$ cat config.mk
export PLATFORM = sky130hd
export DESIGN_NAME = result_collector
export DESIGN_NICKNAME = d
export VERILOG_FILES = /design/src/lu_pkg.sv /design/src/result_collector.sv
export VERILOG_INCLUDE_DIRS = /design/src /design/src/src
export SDC_FILE = /design/constraint.sdc
export NUM_CORES = 1
export LEC_CHECK = 0
export BUFFER_PORTS_ARGS = -buffer_cell sky130_fd_sc_hd__buf_2
export CORE_AREA = 10 10 147 149
export DETAILED_ROUTE_END_ITERATION = 7
export DIE_AREA = 0 0 157 159
export PLACE_DENSITY_LB_ADDON = 0.2
export SKIP_CTS_REPAIR_TIMING = 1
export SLEW_MARGIN = 20
export SYNTH_ARGS = -nofsm -noshare
export SYNTH_HDL_FRONTEND = slang
export SYNTH_SLANG_ARGS = --single-unit
$ cat constraint.sdc
create_clock -name clk -period 1.05 [get_ports clk]
set_clock_uncertainty 0.15 [all_clocks]
set_input_delay 0.0525 -clock clk [delete_from_list [all_inputs] [get_ports clk]]
set_output_delay 0.0525 -clock clk [all_outputs]
set_load 0.02 [all_outputs]
$ cat src/lu_cfg.svh
`ifndef LU_CFG_SVH
`define LU_CFG_SVH

// Matrix dimension. The skew and capture schedule are written for 3.
`define LU_N 3

// Signed Q8.8 words.
`define LU_DWIDTH 16
`define LU_FRAC 8

// Steps in one wavefront pass.
`define LU_STEPS 9

`endif

$ cat src/lu_pkg.sv
`include "lu_cfg.svh"

package lu_pkg;

    // ########################################################################
    // Data types
    // ########################################################################

    // Signed Q8.8 value.
    typedef logic signed [`LU_DWIDTH-1:0] word_t;

    // ########################################################################
    // Constants
    // ########################################################################

    // 1.0 in Q8.8, the diagonal of L.
    localparam word_t unit_word = word_t'(1 << `LU_FRAC);

endpackage

$ cat src/result_collector.sv
`include "lu_cfg.svh"

module result_collector (
    input  logic          clk,
    input  logic          rst_n,
    input  logic [3:0]    step_cnt,
    input  logic          step_en,
    input  lu_pkg::word_t u_bot [`LU_N],
    input  lu_pkg::word_t l_val [`LU_N],
    input  logic [2:0]    pe_zero_div,
    output lu_pkg::word_t l_out [`LU_N][`LU_N],
    output lu_pkg::word_t u_out [`LU_N][`LU_N],
    output logic          singular,
    output logic          out_valid,
    input  logic          out_ready,
    output logic          done
);
    import lu_pkg::*;

    localparam logic [3:0] LAST_STEP = 4'(`LU_STEPS - 1);

    word_t u_q [`LU_N][`LU_N];
    word_t l_q [`LU_N][`LU_N];
    logic  last_step;
    logic  filled_q;

    assign last_step = step_en && (step_cnt == LAST_STEP);
    assign done      = out_valid && out_ready;

    // ########################################################################
    // Capture schedule
    // ########################################################################

    always_ff @(posedge clk) begin
        if (step_en) begin
            case (step_cnt)
                4'd4: u_q[0][0] <= u_bot[0];
                4'd5: u_q[0][1] <= u_bot[0];
                4'd6: begin
                    u_q[0][2] <= u_bot[0];
                    u_q[1][1] <= u_bot[1];
                end
                4'd7: u_q[1][2] <= u_bot[1];
                LAST_STEP: begin
                    u_q[2][2] <= u_bot[2];
                    l_q[1][0] <= l_val[0];
                    l_q[2][0] <= l_val[1];
                    l_q[2][1] <= l_val[2];
                end
                default: ;
            endcase
        end
    end

    always_ff @(posedge clk or negedge rst_n) begin
        if (!rst_n) begin
            filled_q  <= 1'b0;
            out_valid <= 1'b0;
            singular  <= 1'b0;
        end else begin
            filled_q <= last_step;
            if (filled_q) out_valid <= 1'b1;
            else if (done) out_valid <= 1'b0;
            if (last_step) singular <= |pe_zero_div;
        end
    end

    // Unit lower L, upper U.
    always_comb begin
        for (int r = 0; r < `LU_N; r++) begin
            for (int c = 0; c < `LU_N; c++) begin
                u_out[r][c] = (c >= r) ? u_q[r][c] : '0;
                if (r == c) l_out[r][c] = unit_word;
                else if (c < r) l_out[r][c] = l_q[r][c];
                else l_out[r][c] = '0;
            end
        end
    end

endmodule

After elaboration in Yosys (flattened, before gate mapping) --
Memory sizes are Yosys's and may differ from the RTL's. Index checks and enable logic that the tools add are counted.
Storage, ports and cells: memories kept 2, bits of input ports 107, flip-flop bits (word level) 3, memory bits (writable) 240
Memory list:
- u_q | words 3, width 48, read ports 3, clocked after memory_dff 0, wr ports 2, RTL line result_collector.sv:22 | word_t u_q [`LU_N][`LU_N];
- l_q | words 3, width 32, read ports 2, clocked after memory_dff 0, wr ports 2, RTL line result_collector.sv:23 | word_t l_q [`LU_N][`LU_N];
Cells by class: eq/ne operators 5, multiplexer cells 20, reductions and logical operators 5
Operators by type and width (count):
- 48-bit two-way mux | 1
- 48-bit OR reduction | 1
- 1-bit two-way mux | 17
- 4-bit by 3-bit equality test with 1-bit output (second input constant) | 4
- 4-bit equality test (second input constant) | 1
- 3-bit two-way mux | 1
- 3-bit OR reduction | 1
- 1-bit logical AND | 2
- 2-bit two-way mux | 1
- 2-bit nonzero test | 1

Longest topological paths before layout --
word-level depth 6, gate-level depth with buffers 3, depth with buffers taken out 3

Worst setup path after synthesis --
No wires, ideal clock.
path type input-to-reg, start point input port step_cnt[3], end point memory u_q[0][0] (netlist bit), enable pin, cell stages on the path 2, library setup time 0.461 ns, slack -2.028 ns, required time 0.439 ns, buffers on the path 0, arrival time 2.467 ns, cells stage by stage nand3b_1 > nor3_1
RTL lines:
- from (decl) | RTL line result_collector.sv:6 | input logic [3:0] step_cnt,
- to (decl) | RTL line result_collector.sv:22

Worst setup path in the final report --
start point register out_valid, end point output port done
On the way: word-level cells in the longest chain between the ends 1
RTL lines:
- from (decl) | RTL line result_collector.sv:14 | output logic out_valid,
- from (signal assigned) | RTL line result_collector.sv:58 | out_valid <= 1'b0;
- from (signal assigned) | RTL line result_collector.sv:62 | if (filled_q) out_valid <= 1'b1;
- from (signal assigned) | RTL line result_collector.sv:63 | else if (done) out_valid <= 1'b0;
- 1-bit logical AND | RTL line result_collector.sv:28 | assign done = out_valid && out_ready;
- to (decl) | RTL line result_collector.sv:16 | output logic done
No other way between the ends.

==> impl_results.html <==
<table>
<tr><th>Metric</th><th>Value</th></tr>
<tr><th colspan="2">Status</th></tr>
<tr><td>Run status</td><td>complete, but fails checks</td></tr>
<tr><td>Violated checks</td><td>hold timing, setup timing</td></tr>
<tr><th colspan="2">Synthesis</th></tr>
<tr><td>Syn Area/Cell</td><td>18.2 µm²</td></tr>
<tr><td>Main flop type after synthesis</td><td>edfxtp_1</td></tr>
<tr><td>Fraction of the yosys area taken by sequential cells</td><td>0.787</td></tr>
<tr><td>Number of enable-type register cells in the synthesized netlist</td><td>144</td></tr>
<tr><td>Proportion of register bits with asynchronous set or reset after synthesis</td><td>0.0204</td></tr>
<tr><td>Commonest cells in the netlist</td><td>144 x buf_4, 144 x edfxtp_1, 4 x nor3_1, 3 x dfrtp_1, 3 x inv_1</td></tr>
<tr><td>Post-synthesis cell count</td><td>307</td></tr>
<tr><td>Number of warnings reported in the yosys synthesis log</td><td>0</td></tr>
<tr><td>Cells taking the most area after synthesis</td><td>edfxtp_1 77%, buf_4 19%, dfrtp_1 1.3%</td></tr>
<tr><td>Number of unique standard cell types used by synthesis</td><td>13</td></tr>
<tr><td>Fraction of post-synthesis cell area in the top cell type by area</td><td>0.774</td></tr>
<tr><td>Post-synthesis register bit count</td><td>147</td></tr>
<tr><td>Mapped Area</td><td>5590 µm²</td></tr>
<tr><td>Yosys top cell by area</td><td>edfxtp_1</td></tr>
<tr><th colspan="2">Floorplan</th></tr>
<tr><td>Vertical die dimension</td><td>159 µm</td></tr>
<tr><td>Number of primary I/O pins</td><td>398</td></tr>
<tr><td>Area of the die</td><td>25000 µm²</td></tr>
<tr><td>Die W</td><td>157 µm</td></tr>
<tr><td>Floorplan core area</td><td>18600 µm²</td></tr>
<tr><td>Number of placement rows</td><td>50</td></tr>
<tr><td>Initial standard-cell utilization of the core</td><td>0.301</td></tr>
<tr><th colspan="2">Clocking</th></tr>
<tr><td>Clock slew at the register clock pins of the worst setup and hold paths</td><td>0.06 ns</td></tr>
<tr><td>Count of H-tree levels built during CTS</td><td>4</td></tr>
<tr><td>Number of sinks handled by clock tree synthesis</td><td>147</td></tr>
<tr><td>Worst-case clock buffer depth</td><td>2</td></tr>
<tr><td>Latest clock arrival within the worst-skew pair</td><td>0.41 ns</td></tr>
<tr><td>Clock tree from TritonCTS</td><td>done</td></tr>
<tr><td>Cell at the root of the clock tree</td><td>clkbuf_16</td></tr>
<tr><td>CTS buffer count</td><td>17</td></tr>
<tr><th colspan="2">Placed design</th></tr>
<tr><td>Detailed-placement wirelength estimate</td><td>13400 µm</td></tr>
<tr><td>Cell Count Post-Placement</td><td>809</td></tr>
<tr><td>Routability congestion estimate from global placement</td><td>0.760</td></tr>
<tr><td>Port Buffer Count</td><td>253</td></tr>
<tr><th colspan="2">Detailed routing</th></tr>
<tr><td>Routed via count divided by cell count</td><td>3.69</td></tr>
<tr><td>Via count</td><td>3464</td></tr>
<tr><td>Number of iterations in the first detailed-routing pass</td><td>4</td></tr>
<tr><td>Final routed DRC violation total</td><td>0</td></tr>
<tr><td>DRC marker count from the first detailed-route iteration</td><td>163</td></tr>
<tr><td>Per-cell routed wire length</td><td>18.7 µm</td></tr>
<tr><td>Remaining antenna violation count after routing</td><td>0</td></tr>
<tr><td>Sum of routed wire length over all layers</td><td>17600 µm</td></tr>
<tr><th colspan="2">Min path</th></tr>
<tr><td>Hold Path Origin</td><td>pe_zero_div[2]</td></tr>
<tr><td>Hold EP</td><td>singular</td></tr>
<tr><td>Min-delay worst type</td><td>in2reg</td></tr>
<tr><td>Number of stages on the worst hold path</td><td>3</td></tr>
<tr><th colspan="2">Pwr</th></tr>
<tr><td>Maximum ir drop on the vdd rail</td><td>0.996 mV</td></tr>
<tr><td>Pwr Density</td><td>1510 nW/µm²</td></tr>
<tr><td>Leak pwr</td><td>3.93 nW</td></tr>
<tr><td>Overall power</td><td>13.9 mW</td></tr>
<tr><th colspan="2">STA</th></tr>
<tr><td>Number of hold violations in the final report</td><td>7</td></tr>
<tr><td>Total setup violations reported at the end of the flow</td><td>147</td></tr>
<tr><td>Max-slew violation count</td><td>0</td></tr>
<tr><td>Maximum clock rate</td><td>0.792 GHz</td></tr>
<tr><td>WHS</td><td>-0.160 ns</td></tr>
<tr><td>Final WS setup</td><td>-0.213 ns</td></tr>
<tr><td>Sum Neg Setup Slack</td><td>-14.13 ns</td></tr>
<tr><td>Minimum clock period</td><td>1.26 ns</td></tr>
<tr><td>Setup repair after global routing missed its margin</td><td>yes</td></tr>
<tr><td>Final clock period utilization by the worst path</td><td>1.20</td></tr>
<tr><th colspan="2">GRT</th></tr>
<tr><td>GRT Residual Overflow</td><td>0</td></tr>
<tr><td>First-pass GRT wire length</td><td>22700 µm</td></tr>
<tr><td>Pin count of the biggest net entering global routing</td><td>33</td></tr>
<tr><td>Total GRT Usage</td><td>0.123</td></tr>
<tr><td>Via count of the first global-routing pass</td><td>3549</td></tr>
<tr><td>Antenna violations before repair</td><td>1</td></tr>
<tr><th colspan="2">Critical path</th></tr>
<tr><td>Worst path arrival time</td><td>1.06 ns</td></tr>
<tr><td>Biggest fanout along the worst timing path</td><td>3</td></tr>
<tr><td>Endpoint kind of the worst setup timing path</td><td>primary output</td></tr>
<tr><td>Startpoint class of the critical path</td><td>register</td></tr>
<tr><td>Crit Path Category</td><td>reg2out</td></tr>
<tr><td>Worst endpoint required time</td><td>0.85 ns</td></tr>
<tr><td>Worst flop-to-flop path endpoint</td><td>singular</td></tr>
<tr><td>Worst Reg2Reg Path Length in Cells</td><td>1</td></tr>
<tr><td>Reg-to-reg slack, setup</td><td>0.13 ns</td></tr>
<tr><td>Worst R2R Start</td><td>singular</td></tr>
<tr><td>Worst setup path startpoint</td><td>out_valid</td></tr>
<tr><th colspan="2">Run</th></tr>
<tr><td>MaxCap Viol Count</td><td>0</td></tr>
<tr><th colspan="2">Cells and area</th></tr>
<tr><td>Synthesis-to-layout area growth</td><td>65.0%</td></tr>
<tr><td>Fraction of final layout cells with drive strength greater than 1</td><td>0.436</td></tr>
<tr><td>Antenna diode count</td><td>0</td></tr>
<tr><td>Number of nets in the final layout</td><td>800</td></tr>
<tr><td>Final Instance Count excl. Fillers</td><td>940</td></tr>
</table>
-- per-layer routing --
metal,GRT usage,vias to the layer above,share of wire
li1,-,1574,-
met5,0,-,0.00063
met3,0.0653,12,0.11
met2,0.225,227,0.54
met1,0.113,1649,0.34
met4,0.0386,2,0.0086
-- worst max-delay path, stage by stage (launching register included) --
cell and delay [ns]:
dfrtp_1 0.39, and2_4 0.14, buf_6 0.12
-- worst max path at each step --
stage,slack (ns),endpoint,cells past startpoint
finish,-0.21,done,2
detailed placement,-0.35,u_q[0][7],5
floorplan,-1.83,singular,2
CTS,-0.29,done,2
global placement,-0.37,u_q[0][7],5
global route,-0.26,done,2
-- final cells by class --
class,instances,area [µm²]
fill,1527,9360
sequential,147,4400
timing repair buffer,369,3270
multi-input combinational,155,676
clock buffer,18,429
tap,234,293
clock inverter,14,145
inverter,3,11.3
-- registers in the layout, summed over array words and instances, names as in the netlist --
| name | count |
|---|---|
| out_valid | 1 |
| filled_q | 1 |
| l_q | 48 |
| u_q | 96 |
| singular | 1 |
-- layout by cell type (no fill, tap or decap), drive strengths merged --
cell	Yosys	final
buf	144	270
inv	3	9
dfrtp	3	3
nand2	1	1
conb	2	144
nand3b	1	1
mux2	1	1
clkinvlp	0	3
a21o	1	1
edfxtp	144	144
bufinv	0	1
nor3	4	4
and2	1	1
clkinv	0	4
nor4	1	1
or3	1	1
dlygate4sd3	0	99
clkbuf	0	18
-- through the flow --
step / worst slack, ns / area [µm²] / util
finish: -0.213 / 9220 / 0.496
global route: -0.255 / 9220 / 0.496
CTS: -0.290 / 7430 / 0.400
floorplan: -1.83 / 6160 / -
detailed placement: -0.349 / 6860 / 0.369
global placement: -0.370 / 6860 / 0.369
-- cell families after synthesis --
group | after synthesis | share of synthesized area
and+or+nand+nor | 9 | 0.0116
muxes | 1 | 0.00269
DFF | 147 | 0.787
other | 2 | 0.00134
buffers and inverters | 147 | 0.196
AOI/OAI and AO/OA | 1 | 0.00134
-- power by group --
| part | switching, mW | internal, mW | total, mW |
|---|---|---|---|
| sequential | 0.0561 | 6.57 | 6.63 |
| clock | 2.45 | 3.33 | 5.78 |
| combinational | 0.914 | 0.610 | 1.52 |
| total | 3.42 | 10.5 | 13.9 |
No activity file was read; power rests on OpenSTA's default activity.
