### src/lu_cfg.svh
`ifndef LU_CFG_SVH
`define LU_CFG_SVH

// Matrix dimension. The skew and capture schedule are written for 3.
`define LU_N 3

// Signed Q8.8 words.
`define LU_DWIDTH 16
`define LU_FRAC 8

// Steps in one wavefront pass.
`define LU_STEPS 9

`endif

### src/lu_pkg.sv
`include "lu_cfg.svh"

package lu_pkg;

    // ########################################################################
    // Data types
    // ########################################################################

    // Signed Q8.8 value.
    typedef logic signed [`LU_DWIDTH-1:0] word_t;

    // ########################################################################
    // Constants
    // ########################################################################

    // 1.0 in Q8.8, the diagonal of L.
    localparam word_t unit_word = word_t'(1 << `LU_FRAC);

endpackage

### src/matrix_loader.sv
`include "lu_cfg.svh"

module matrix_loader (
    input  logic          clk,
    input  logic          rst_n,
    input  lu_pkg::word_t mat_in [`LU_N][`LU_N],
    input  logic          in_valid,
    output logic          in_ready,
    input  logic          done,
    output logic          step_en,
    output logic          start,
    output logic [3:0]    step_cnt,
    output lu_pkg::word_t a_row0,
    output lu_pkg::word_t a_row1,
    output lu_pkg::word_t a_row2
);
    import lu_pkg::*;

    localparam logic [3:0] LAST_STEP = 4'(`LU_STEPS - 1);

    word_t mat_q [`LU_N][`LU_N];
    word_t skew [`LU_N];
    logic  accept;

    assign accept = in_valid && in_ready;
    assign start  = step_en && (step_cnt == 4'd0);

    // Row r element c goes out on step r + c.
    always_comb begin
        for (int r = 0; r < `LU_N; r++) begin
            skew[r] = '0;
            for (int c = 0; c < `LU_N; c++) begin
                if (int'(step_cnt) == r + c) skew[r] = mat_q[r][c];
            end
        end
    end

    always_ff @(posedge clk or negedge rst_n) begin
        if (!rst_n) begin
            in_ready <= 1'b1;
            step_en  <= 1'b0;
            step_cnt <= '0;
        end else begin
            if (accept) begin
                in_ready <= 1'b0;
                step_en  <= 1'b1;
                step_cnt <= '0;
            end else if (step_en) begin
                if (step_cnt == LAST_STEP) step_en <= 1'b0;
                else step_cnt <= step_cnt + 4'd1;
            end
            // Re-armed by the output transfer.
            if (done) in_ready <= 1'b1;
        end
    end

    always_ff @(posedge clk) begin
        if (accept) begin
            mat_q  <= mat_in;
            a_row0 <= '0;
            a_row1 <= '0;
            a_row2 <= '0;
        end else if (step_en) begin
            a_row0 <= skew[0];
            a_row1 <= skew[1];
            a_row2 <= skew[2];
        end
    end

endmodule

### config.mk
export PLATFORM = sky130hd
export DESIGN_NAME = matrix_loader
export DESIGN_NICKNAME = d
export VERILOG_FILES = /design/src/lu_pkg.sv /design/src/matrix_loader.sv
export VERILOG_INCLUDE_DIRS = /design/src /design/src/src
export SDC_FILE = /design/constraint.sdc
export NUM_CORES = 1
export LEC_CHECK = 0
export ABC_AREA = 0
export BUFFER_PORTS_ARGS = -buffer_cell sky130_fd_sc_hd__buf_2
export CELL_PAD_IN_SITES_DETAIL_PLACEMENT = 1
export CELL_PAD_IN_SITES_GLOBAL_PLACEMENT = 1
export CORE_ASPECT_RATIO = 1.5
export CORE_MARGIN = 8
export CORE_UTILIZATION = 45
export DETAILED_ROUTE_END_ITERATION = 8
export GPL_TIMING_DRIVEN = 0
export PLACE_DENSITY = 0.9
export SETUP_SLACK_MARGIN = 0.5
export SYNTH_ARGS = -nofsm -noshare
export SYNTH_HDL_FRONTEND = slang
export SYNTH_SLANG_ARGS = --single-unit
### constraint.sdc
create_clock -name clk -period 11.94 [get_ports clk]
set_input_delay 1.791 -clock clk [delete_from_list [all_inputs] [get_ports clk]]
set_output_delay 1.791 -clock clk [all_outputs]
set_load 0.005 [all_outputs]
# Word-level counts from Yosys, hierarchy flattened
# Cells that the tools add are included.
[totals] output_inout_bits=55 regBits=198 elab_cells=46 in_bits=148
[classes] n_addsub=1 reduce_logical=7 mux=17 n_eq_ne=6
[ops] cell="$mux W16" n=9
[ops] cell="$mux W4" n=3
[ops] cell="$eq A4 B3 Y1 const B" n=2
[ops] cell="$eq A4 B4 Y1 const B" n=2
[ops] cell="$logic_not A4 Y1" n=2
[ops] cell="$mux W1" n=5
[ops] cell="$add A4 B1 Y4 const B" n=1
[ops] cell="$eq A4 B2 Y1 const B" n=1
[ops] cell="$reduce_bool A2 Y1" n=2
[ops] cell="$logic_and A1 B1 Y1" n=2
[ops] cell="$ne A2 B2 Y1 const B" n=1
[ops] cell="$reduce_and A2 Y1" n=1

# Depth between registers and ports, before layout
# Gate-level depths: netlist of the first run.
[depth] ltp_word=4 ltp_mapped=7

# Least setup slack after synthesis of the first run
# OpenSTA, ideal clock, no wires.
[synth_timing] path_type="in2reg" start="input in_valid" end="register mat_q[0] (netlist bit) (enable)" cell_stages=2 path_slack_ps=5452 path_buffers=1 arrival_ps=5926 cell_sequence="and2_1 -> clkbuf_1"
[synth_between] elab_chain_len=1
[synth_lines] element="start, declared" line_no="matrix_loader.sv:7" source="input logic in_valid,"
[synth_lines] element="$logic_and A1 B1 Y1" line_no="matrix_loader.sv:25" source="assign accept = in_valid && in_ready;"
[synth_lines] element="named net accept" line_no="matrix_loader.sv:23" source="logic accept;"
[synth_lines] element="end signal, assigned" line_no="matrix_loader.sv:59" source="mat_q <= mat_in;"
[synth_lines] element="end, declared" line_no="matrix_loader.sv:21" source="word_t mat_q [`LU_N][`LU_N];"
# The timed path passes the listed nets, and every way through them passes these cells.
# A chain may end at the register's enable or synchronous reset.

# Worst setup path after layout of the first run
[layout_timing] start="register step_cnt[3]" end="output start"
[layout_between] elab_chain_len=2
[layout_lines] element="start, declared" line_no="matrix_loader.sv:12" source="output logic [3:0] step_cnt,"
[layout_lines] element="start signal, assigned" line_no="matrix_loader.sv:50" source="else step_cnt <= step_cnt + 4'd1;"
[layout_lines] element="$logic_not A4 Y1" line_no="matrix_loader.sv:26" source="assign start = step_en && (step_cnt == 4'd0);"
[layout_lines] element="$logic_and A1 B1 Y1" line_no="matrix_loader.sv:26"
[layout_lines] element="end, declared" line_no="matrix_loader.sv:11" source="output logic start,"
# Every way passes these cells.

==> results.sh, run 1 <==
export IMPL_outcome="complete, no violations"
export IMPL_synth_edff_count=144
export IMPL_row_count=57
export IMPL_switchingPower_uw=680
export IMPL_power_density_nw_per_um2=227
export IMPL_initial_core_util_pct=45.8
export IMPL_tightestPinTransition_ps=625
export IMPL_postSynthCellCount=515
export IMPL_critPathKind="reg -> out"
export IMPL_setup_violations=0
export IMPL_final_net_count=890
export IMPL_peakVddDrop_uv=109
export IMPL_crit_fanout=10
export IMPL_drive_gt1_share_pct=36.2
export IMPL_dieArea_sq_um=20800
export IMPL_grt_util_all_layers_pct=20.9
export IMPL_wl_per_cell_um=22.5
export IMPL_core_area_sq_um=16100
export IMPL_holdPathEnd="a_row1[14]"
export IMPL_dr_pass1_iters=6
export IMPL_crit_top_cell="buf_2"
export IMPL_cts_buffers=17
export IMPL_synthMostInstantiatedCell="edfxtp_1"
export IMPL_hp_class="reg -> reg"
export IMPL_max_freq_ghz=0.267
export IMPL_ctsResizeCount=0
export IMPL_nFillCells=1671
export IMPL_post_cts_buffers=0
export IMPL_crit_chain="buf_6, or2_1, clkbuf_1, buf_2, nor3_1, buf_2"
export IMPL_ioPinCount=203
export IMPL_clk_latency_ps=430
export IMPL_slew_violations=0
export IMPL_maxCapViolations=0
export IMPL_crit_required_ps=10150
export IMPL_slew_headroom_pct=58.3
export IMPL_cts_buffer_depth=2
export IMPL_ctsRootBufferMaster="clkbuf_16"
export IMPL_drt_iter0_drc=291
export IMPL_grt_pass1_vias=6026
export IMPL_tns_ps=0
export IMPL_ff2ff_path_depth=7
export IMPL_fin_crit_ps=3740
export IMPL_power_leakage_uw=0.00370
export IMPL_synth_seq_cells=198
export IMPL_cp_end_kind="primary output"
export IMPL_yosysTopAreaCellShare_pct=58.6
export IMPL_min_path_cells=2
export IMPL_drc_errors=0
export IMPL_switching_share_pct=32.2
export IMPL_crit_arrival_ps=1950
export IMPL_ys_types=35
export IMPL_die_x_um=121
export IMPL_holdWs_ps=445
export IMPL_r2r_start="step_cnt[0]"
export IMPL_fp_dieH_um=173
export IMPL_ys_flop_type="edfxtp_1"
export IMPL_cts_sinks=198
export IMPL_hold_viol_final=0
export IMPL_cts_max_level=4
export IMPL_synthTopCellsByArea="edfxtp_1 59%, dfxtp_1 13%, a2bb2oi_1 3.8%"
export IMPL_ff2ff_setup_slack_ps=9860
export IMPL_placed_cells=925
export IMPL_internal_power_uw=1430
export IMPL_gp_congestion=0.818
export IMPL_dp_hpwl_um=16400
export IMPL_clock_power_share_pct=26.5
export IMPL_r2r_end="a_row0[8]"
export IMPL_detail_route_antenna_nets=0
export IMPL_antenna_found_initial=3
export IMPL_power_total_uw=2110
export IMPL_overflow=0
export IMPL_grt_max_degree=59
export IMPL_viasPerCell=5.40
export IMPL_grt_pass1_wl_um=33300
export IMPL_synth_seq_area_share_pct=73.7
export IMPL_syn2layout_area_growth_pct=26.0
export IMPL_slowest_stage="dfrtp_1"
export IMPL_yosysWarnings=0
export IMPL_p_seq_share_pct=42.4
export IMPL_instances_no_fill=960
export IMPL_regArea_sq_um=5440
export IMPL_portBuffers=202
export IMPL_multi_input_area_sq_um=1690
export IMPL_num_vias=5188
export IMPL_path_clk_slew_ps=70
export IMPL_drt_total_wl_um=21600
export IMPL_cts_hold_fix_buffers=0
export IMPL_finClkSkew_ps=10.9
export IMPL_worstHoldStart="a_row1[14]"
export IMPL_finalCritPeriodShare_pct=31.3
export IMPL_cts_tree="done"
export IMPL_post_synth_cell_area_avg_sq_um=14.3
export IMPL_synth_area_sq_um=7380
export IMPL_synth_largest_area_cell="edfxtp_1"
export IMPL_start_kind="register"
export IMPL_yosys_top_cells_count="144 x edfxtp_1, 50 x o21ai_0, 49 x o21ai_1"
export IMPL_ys_async_sr_fraction_pct=3.03
export IMPL_slowest_delay_ps=390
export IMPL_rsz0062_at_grt="no"
export IMPL_postSynthNetCount=667
export IMPL_combPwrFrac_pct=31.2
[registers in the layout (all words and copies together), names as in the netlist]
name,cells
mat_q,144
a_row0,16
a_row1,16
a_row2,16
step_cnt,4
in_ready,1
step_en,1
[cells by family after synthesis]
group | after synthesis | share of synthesized area [%]
AO/OA/AOI/OAI | 186 | 15.7
AND/OR/NAND/NOR | 82 | 6.43
XOR/XNOR | 1 | 0.119
buffers and inverters | 44 | 3.39
adder cells (fa/ha/maj) | 4 | 0.678
flip-flops | 198 | 73.7
[cell usage in the layout (no fill, tap or decap), drive strengths merged, types with 3 or more instances in the layout]
master,synthesis,layout
a21oi,36,36
a221oi,16,16
a2bb2oi,32,32
buf,21,225
clkbuf,17,36
clkinv,0,4
clkinvlp,0,3
dfrtp,5,5
dfxtp,48,48
diode,0,3
edfxtp,144,144
ha,4,4
inv,6,11
nand2,48,48
nor2b,17,17
nor4b,3,3
o21ai,99,99
[routing by layer]
layer	vias up	wire length, um	global-route usage [%]	part of all wire, %
li1	2391	-	-	-
met5	-	0	0	0
met2	190	11900	38.1	55
met3	71	1050	4.99	4.9
met4	0	1060	12.8	4.9
met1	2536	7620	20.8	35
[power groups by stage]
| stage | logic (uW) | clock network [uW] | registers (uW) |
|---|---|---|---|
| after floorplan | 408 | 0 | 908 |
| after global placement | 621 | 0 | 908 |
| after detailed placement | 662 | 0 | 910 |
| after CTS | 668 | 572 | 896 |
| after global routing | 722 | 597 | 906 |
| final | 658 | 560 | 896 |
[critical path: cells and delay by family (launching register included)]
family	cells	cell delay [ps]
buf+inv	4	770
flops	1	390
simple gates	2	370
[worst max-delay path by stage]
stage	startpoint	end	slack, ps	depth (start not counted)
4_1_cts	step_cnt[3]	start	8170	6
3_5_place_dp	in_valid	mat_q[104]	8610	4
3_3_place_gp	in_valid	mat_q[104]	4060	3
6_report	step_cnt[3]	start	8200	6
5_1_grt	step_cnt[3]	start	8080	6
2_1_floorplan	in_valid	mat_q[0]	5450	2
[layout make-up]
class / count / area share [%]
diodes: 3 / 0.0808
plain buffers: 38 / 2.49
clock buffers: 19 / 4.76
clock inverters: 13 / 1.49
inverters: 6 / 0.242
multi-input cells: 273 / 18.2
flip-flops and latches: 198 / 58.5
well taps: 206 / 2.77
repair buffers: 204 / 11.5
[stage by stage]
stage / util (%) / worst slack [ps] / area (sq um)
CTS: 57.6 / 8170 / 9290
global route: 57.7 / 8080 / 9300
detailed placement: 54.0 / 8610 / 8710
finish: 57.7 / 8200 / 9300
floorplan: - / 5450 / 7380
global placement: 53.7 / 4060 / 8650
Note: power is estimated with default switching activity, not from simulation.
==> inputs of run 2 (changes only) <==
CORE_UTILIZATION = 42   (was 45)
PLACE_DENSITY = 0.85   (was 0.9)
clock period = 3.85 ns   (was 11.94 ns; I/O delays follow)
==> results.sh, run 2 (same netlist as run 1, synthesis figures left out) <==
export IMPL_fin_crit_ps=2520
export IMPL_crit_top_cell="buf_2"
export IMPL_drc_errors=0
export IMPL_hp_class="in -> reg"
export IMPL_final_cell_mix="212 x buf_2, 144 x edfxtp_1, 50 x o21ai_0, 49 x o21ai_1"
export IMPL_grt_pass1_vias=6007
export IMPL_cts_buffers=17
export IMPL_row_count=59
export IMPL_crit_fanout=10
export IMPL_portBuffers=202
export IMPL_viasPerCell=5.46
export IMPL_fp_dieH_um=178
export IMPL_dp_hpwl_um=16100
export IMPL_slowest_stage="dfrtp_1"
export IMPL_overflow=0
export IMPL_drt_total_wl_um=22300
export IMPL_crit_arrival_ps=1940
export IMPL_ctsRootBufferMaster="clkbuf_16"
export IMPL_syn2layout_area_growth_pct=26.0
export IMPL_final_common_cell="buf_2"
export IMPL_post_cts_buffers=0
export IMPL_cts_buffer_depth=2
export IMPL_cts_max_level=4
export IMPL_outcome="complete, no violations"
export IMPL_grt_max_degree=91
export IMPL_max_freq_ghz=0.397
export IMPL_num_vias=5267
export IMPL_largest_register="mat_q"
export IMPL_drt_iter0_drc=351
export IMPL_die_x_um=124
export IMPL_fin_ws_ps=1330
export IMPL_slowest_delay_ps=390
export IMPL_ff2ff_setup_slack_ps=1760
export IMPL_cts_tree="done"
export IMPL_holdWs_ps=320
export IMPL_hold_viol_final=0
export IMPL_cp_end_kind="primary output"
export IMPL_power_total_uw=6640
export IMPL_core_area_sq_um=17300
export IMPL_detail_route_antenna_nets=0
export IMPL_finClkSkew_ps=10.3
export IMPL_drive_gt1_share_pct=36.0
export IMPL_power_leakage_uw=0.00371
export IMPL_wl_per_cell_um=23.1
export IMPL_largest_register_ffs=144
export IMPL_initial_core_util_pct=42.7
export IMPL_critPathKind="reg -> out"
export IMPL_power_density_nw_per_um2=714
export IMPL_crit_chain="buf_6, or2_1, clkbuf_1, buf_2, nor3_1, buf_2"
export IMPL_tns_ps=0
export IMPL_worstHoldStart="mat_in[74]"
export IMPL_dieArea_sq_um=22200
export IMPL_dpl_worst_slack_ps=1710
export IMPL_start_kind="register"
export IMPL_antenna_found_initial=0
export IMPL_grt_util_all_layers_pct=20.0
export IMPL_slew_headroom_pct=60.3
export IMPL_rsz0062_at_grt="no"
export IMPL_dr_pass1_iters=6
export IMPL_setup_violations=0
export IMPL_final_net_count=890
export IMPL_tightestPinTransition_ps=595
export IMPL_ioPinCount=203
export IMPL_final_util_pct=53.8
export IMPL_min_path_cells=1
export IMPL_r2r_start="step_cnt[0]"
export IMPL_r2r_end="a_row2[6]"
export IMPL_path_clk_slew_ps=70
export IMPL_maxCapViolations=0
export IMPL_slew_violations=0
export IMPL_crit_required_ps=3270
export IMPL_grt_pass1_wl_um=34000
export IMPL_antennaDiodeCount=0
export IMPL_clk_latency_ps=430
export IMPL_ff2ff_path_depth=7
export IMPL_holdPathEnd="mat_q[74]"
export IMPL_gp_congestion=0.800
export IMPL_finalCritPeriodShare_pct=65.4
export IMPL_cts_sinks=198
export IMPL_peakVddDrop_uv=406
-- run 2: worst max-delay path: cells and delay by family (launching register included) --
| family | cells | cell delay [ps] |
|---|---|---|
| flops | 1 | 390 |
| buf+inv | 4 | 750 |
| simple gates | 2 | 370 |
-- run 2: how the worst max path moves through the flow --
stage                      from    endpoint  slack [ps]  cells after the start
finish              step_cnt[3]       start        1330                      6
detailed placement     in_valid  mat_q[109]        1710                      4
global route        step_cnt[3]       start        1250                      6
floorplan              in_valid    mat_q[0]         830                      2
global placement       in_valid   mat_q[34]         110                      3
CTS                 step_cnt[3]       start        1300                      6
-- run 2: cell type report --
| type | instances | area, sq um |
|---|---|---|
| fill | 1833 | 7980 |
| sequential | 198 | 5440 |
| multi-input combinational | 273 | 1690 |
| timing repair buffer | 204 | 1050 |
| clock buffer | 19 | 433 |
| tap | 213 | 267 |
| buffer | 38 | 238 |
| clock inverter | 13 | 161 |
| inverter | 6 | 22.5 |
-- run 2: stage by stage --
stage                     instances  instance area, sq um
after floorplan                 515                  7380
after global placement          930                  8660
after detailed placement        931                  8690
after CTS                       964                  9300
after global routing            964                  9300
final                           964                  9300
-- run 2: report_power, final --
part | internal [uW] | switching (uW)
logic | 907 | 1140
clock network | 984 | 831
registers | 2610 | 170
-- run 2: repair_timing --
item,in CTS,in global routing
setup endpoints to repair,0,0
hold endpoints to repair,5,0
gates resized for setup,0,0
hold buffers,1,0
-- run 2: per-layer routing --
metal	global-route usage [%]	wire length (um)	up-vias
met3	4.82	1090	33
met2	39.1	12700	175
met1	19.6	7840	2669
met5	0	0	-
li1	-	-	2390
met4	8.46	583	0
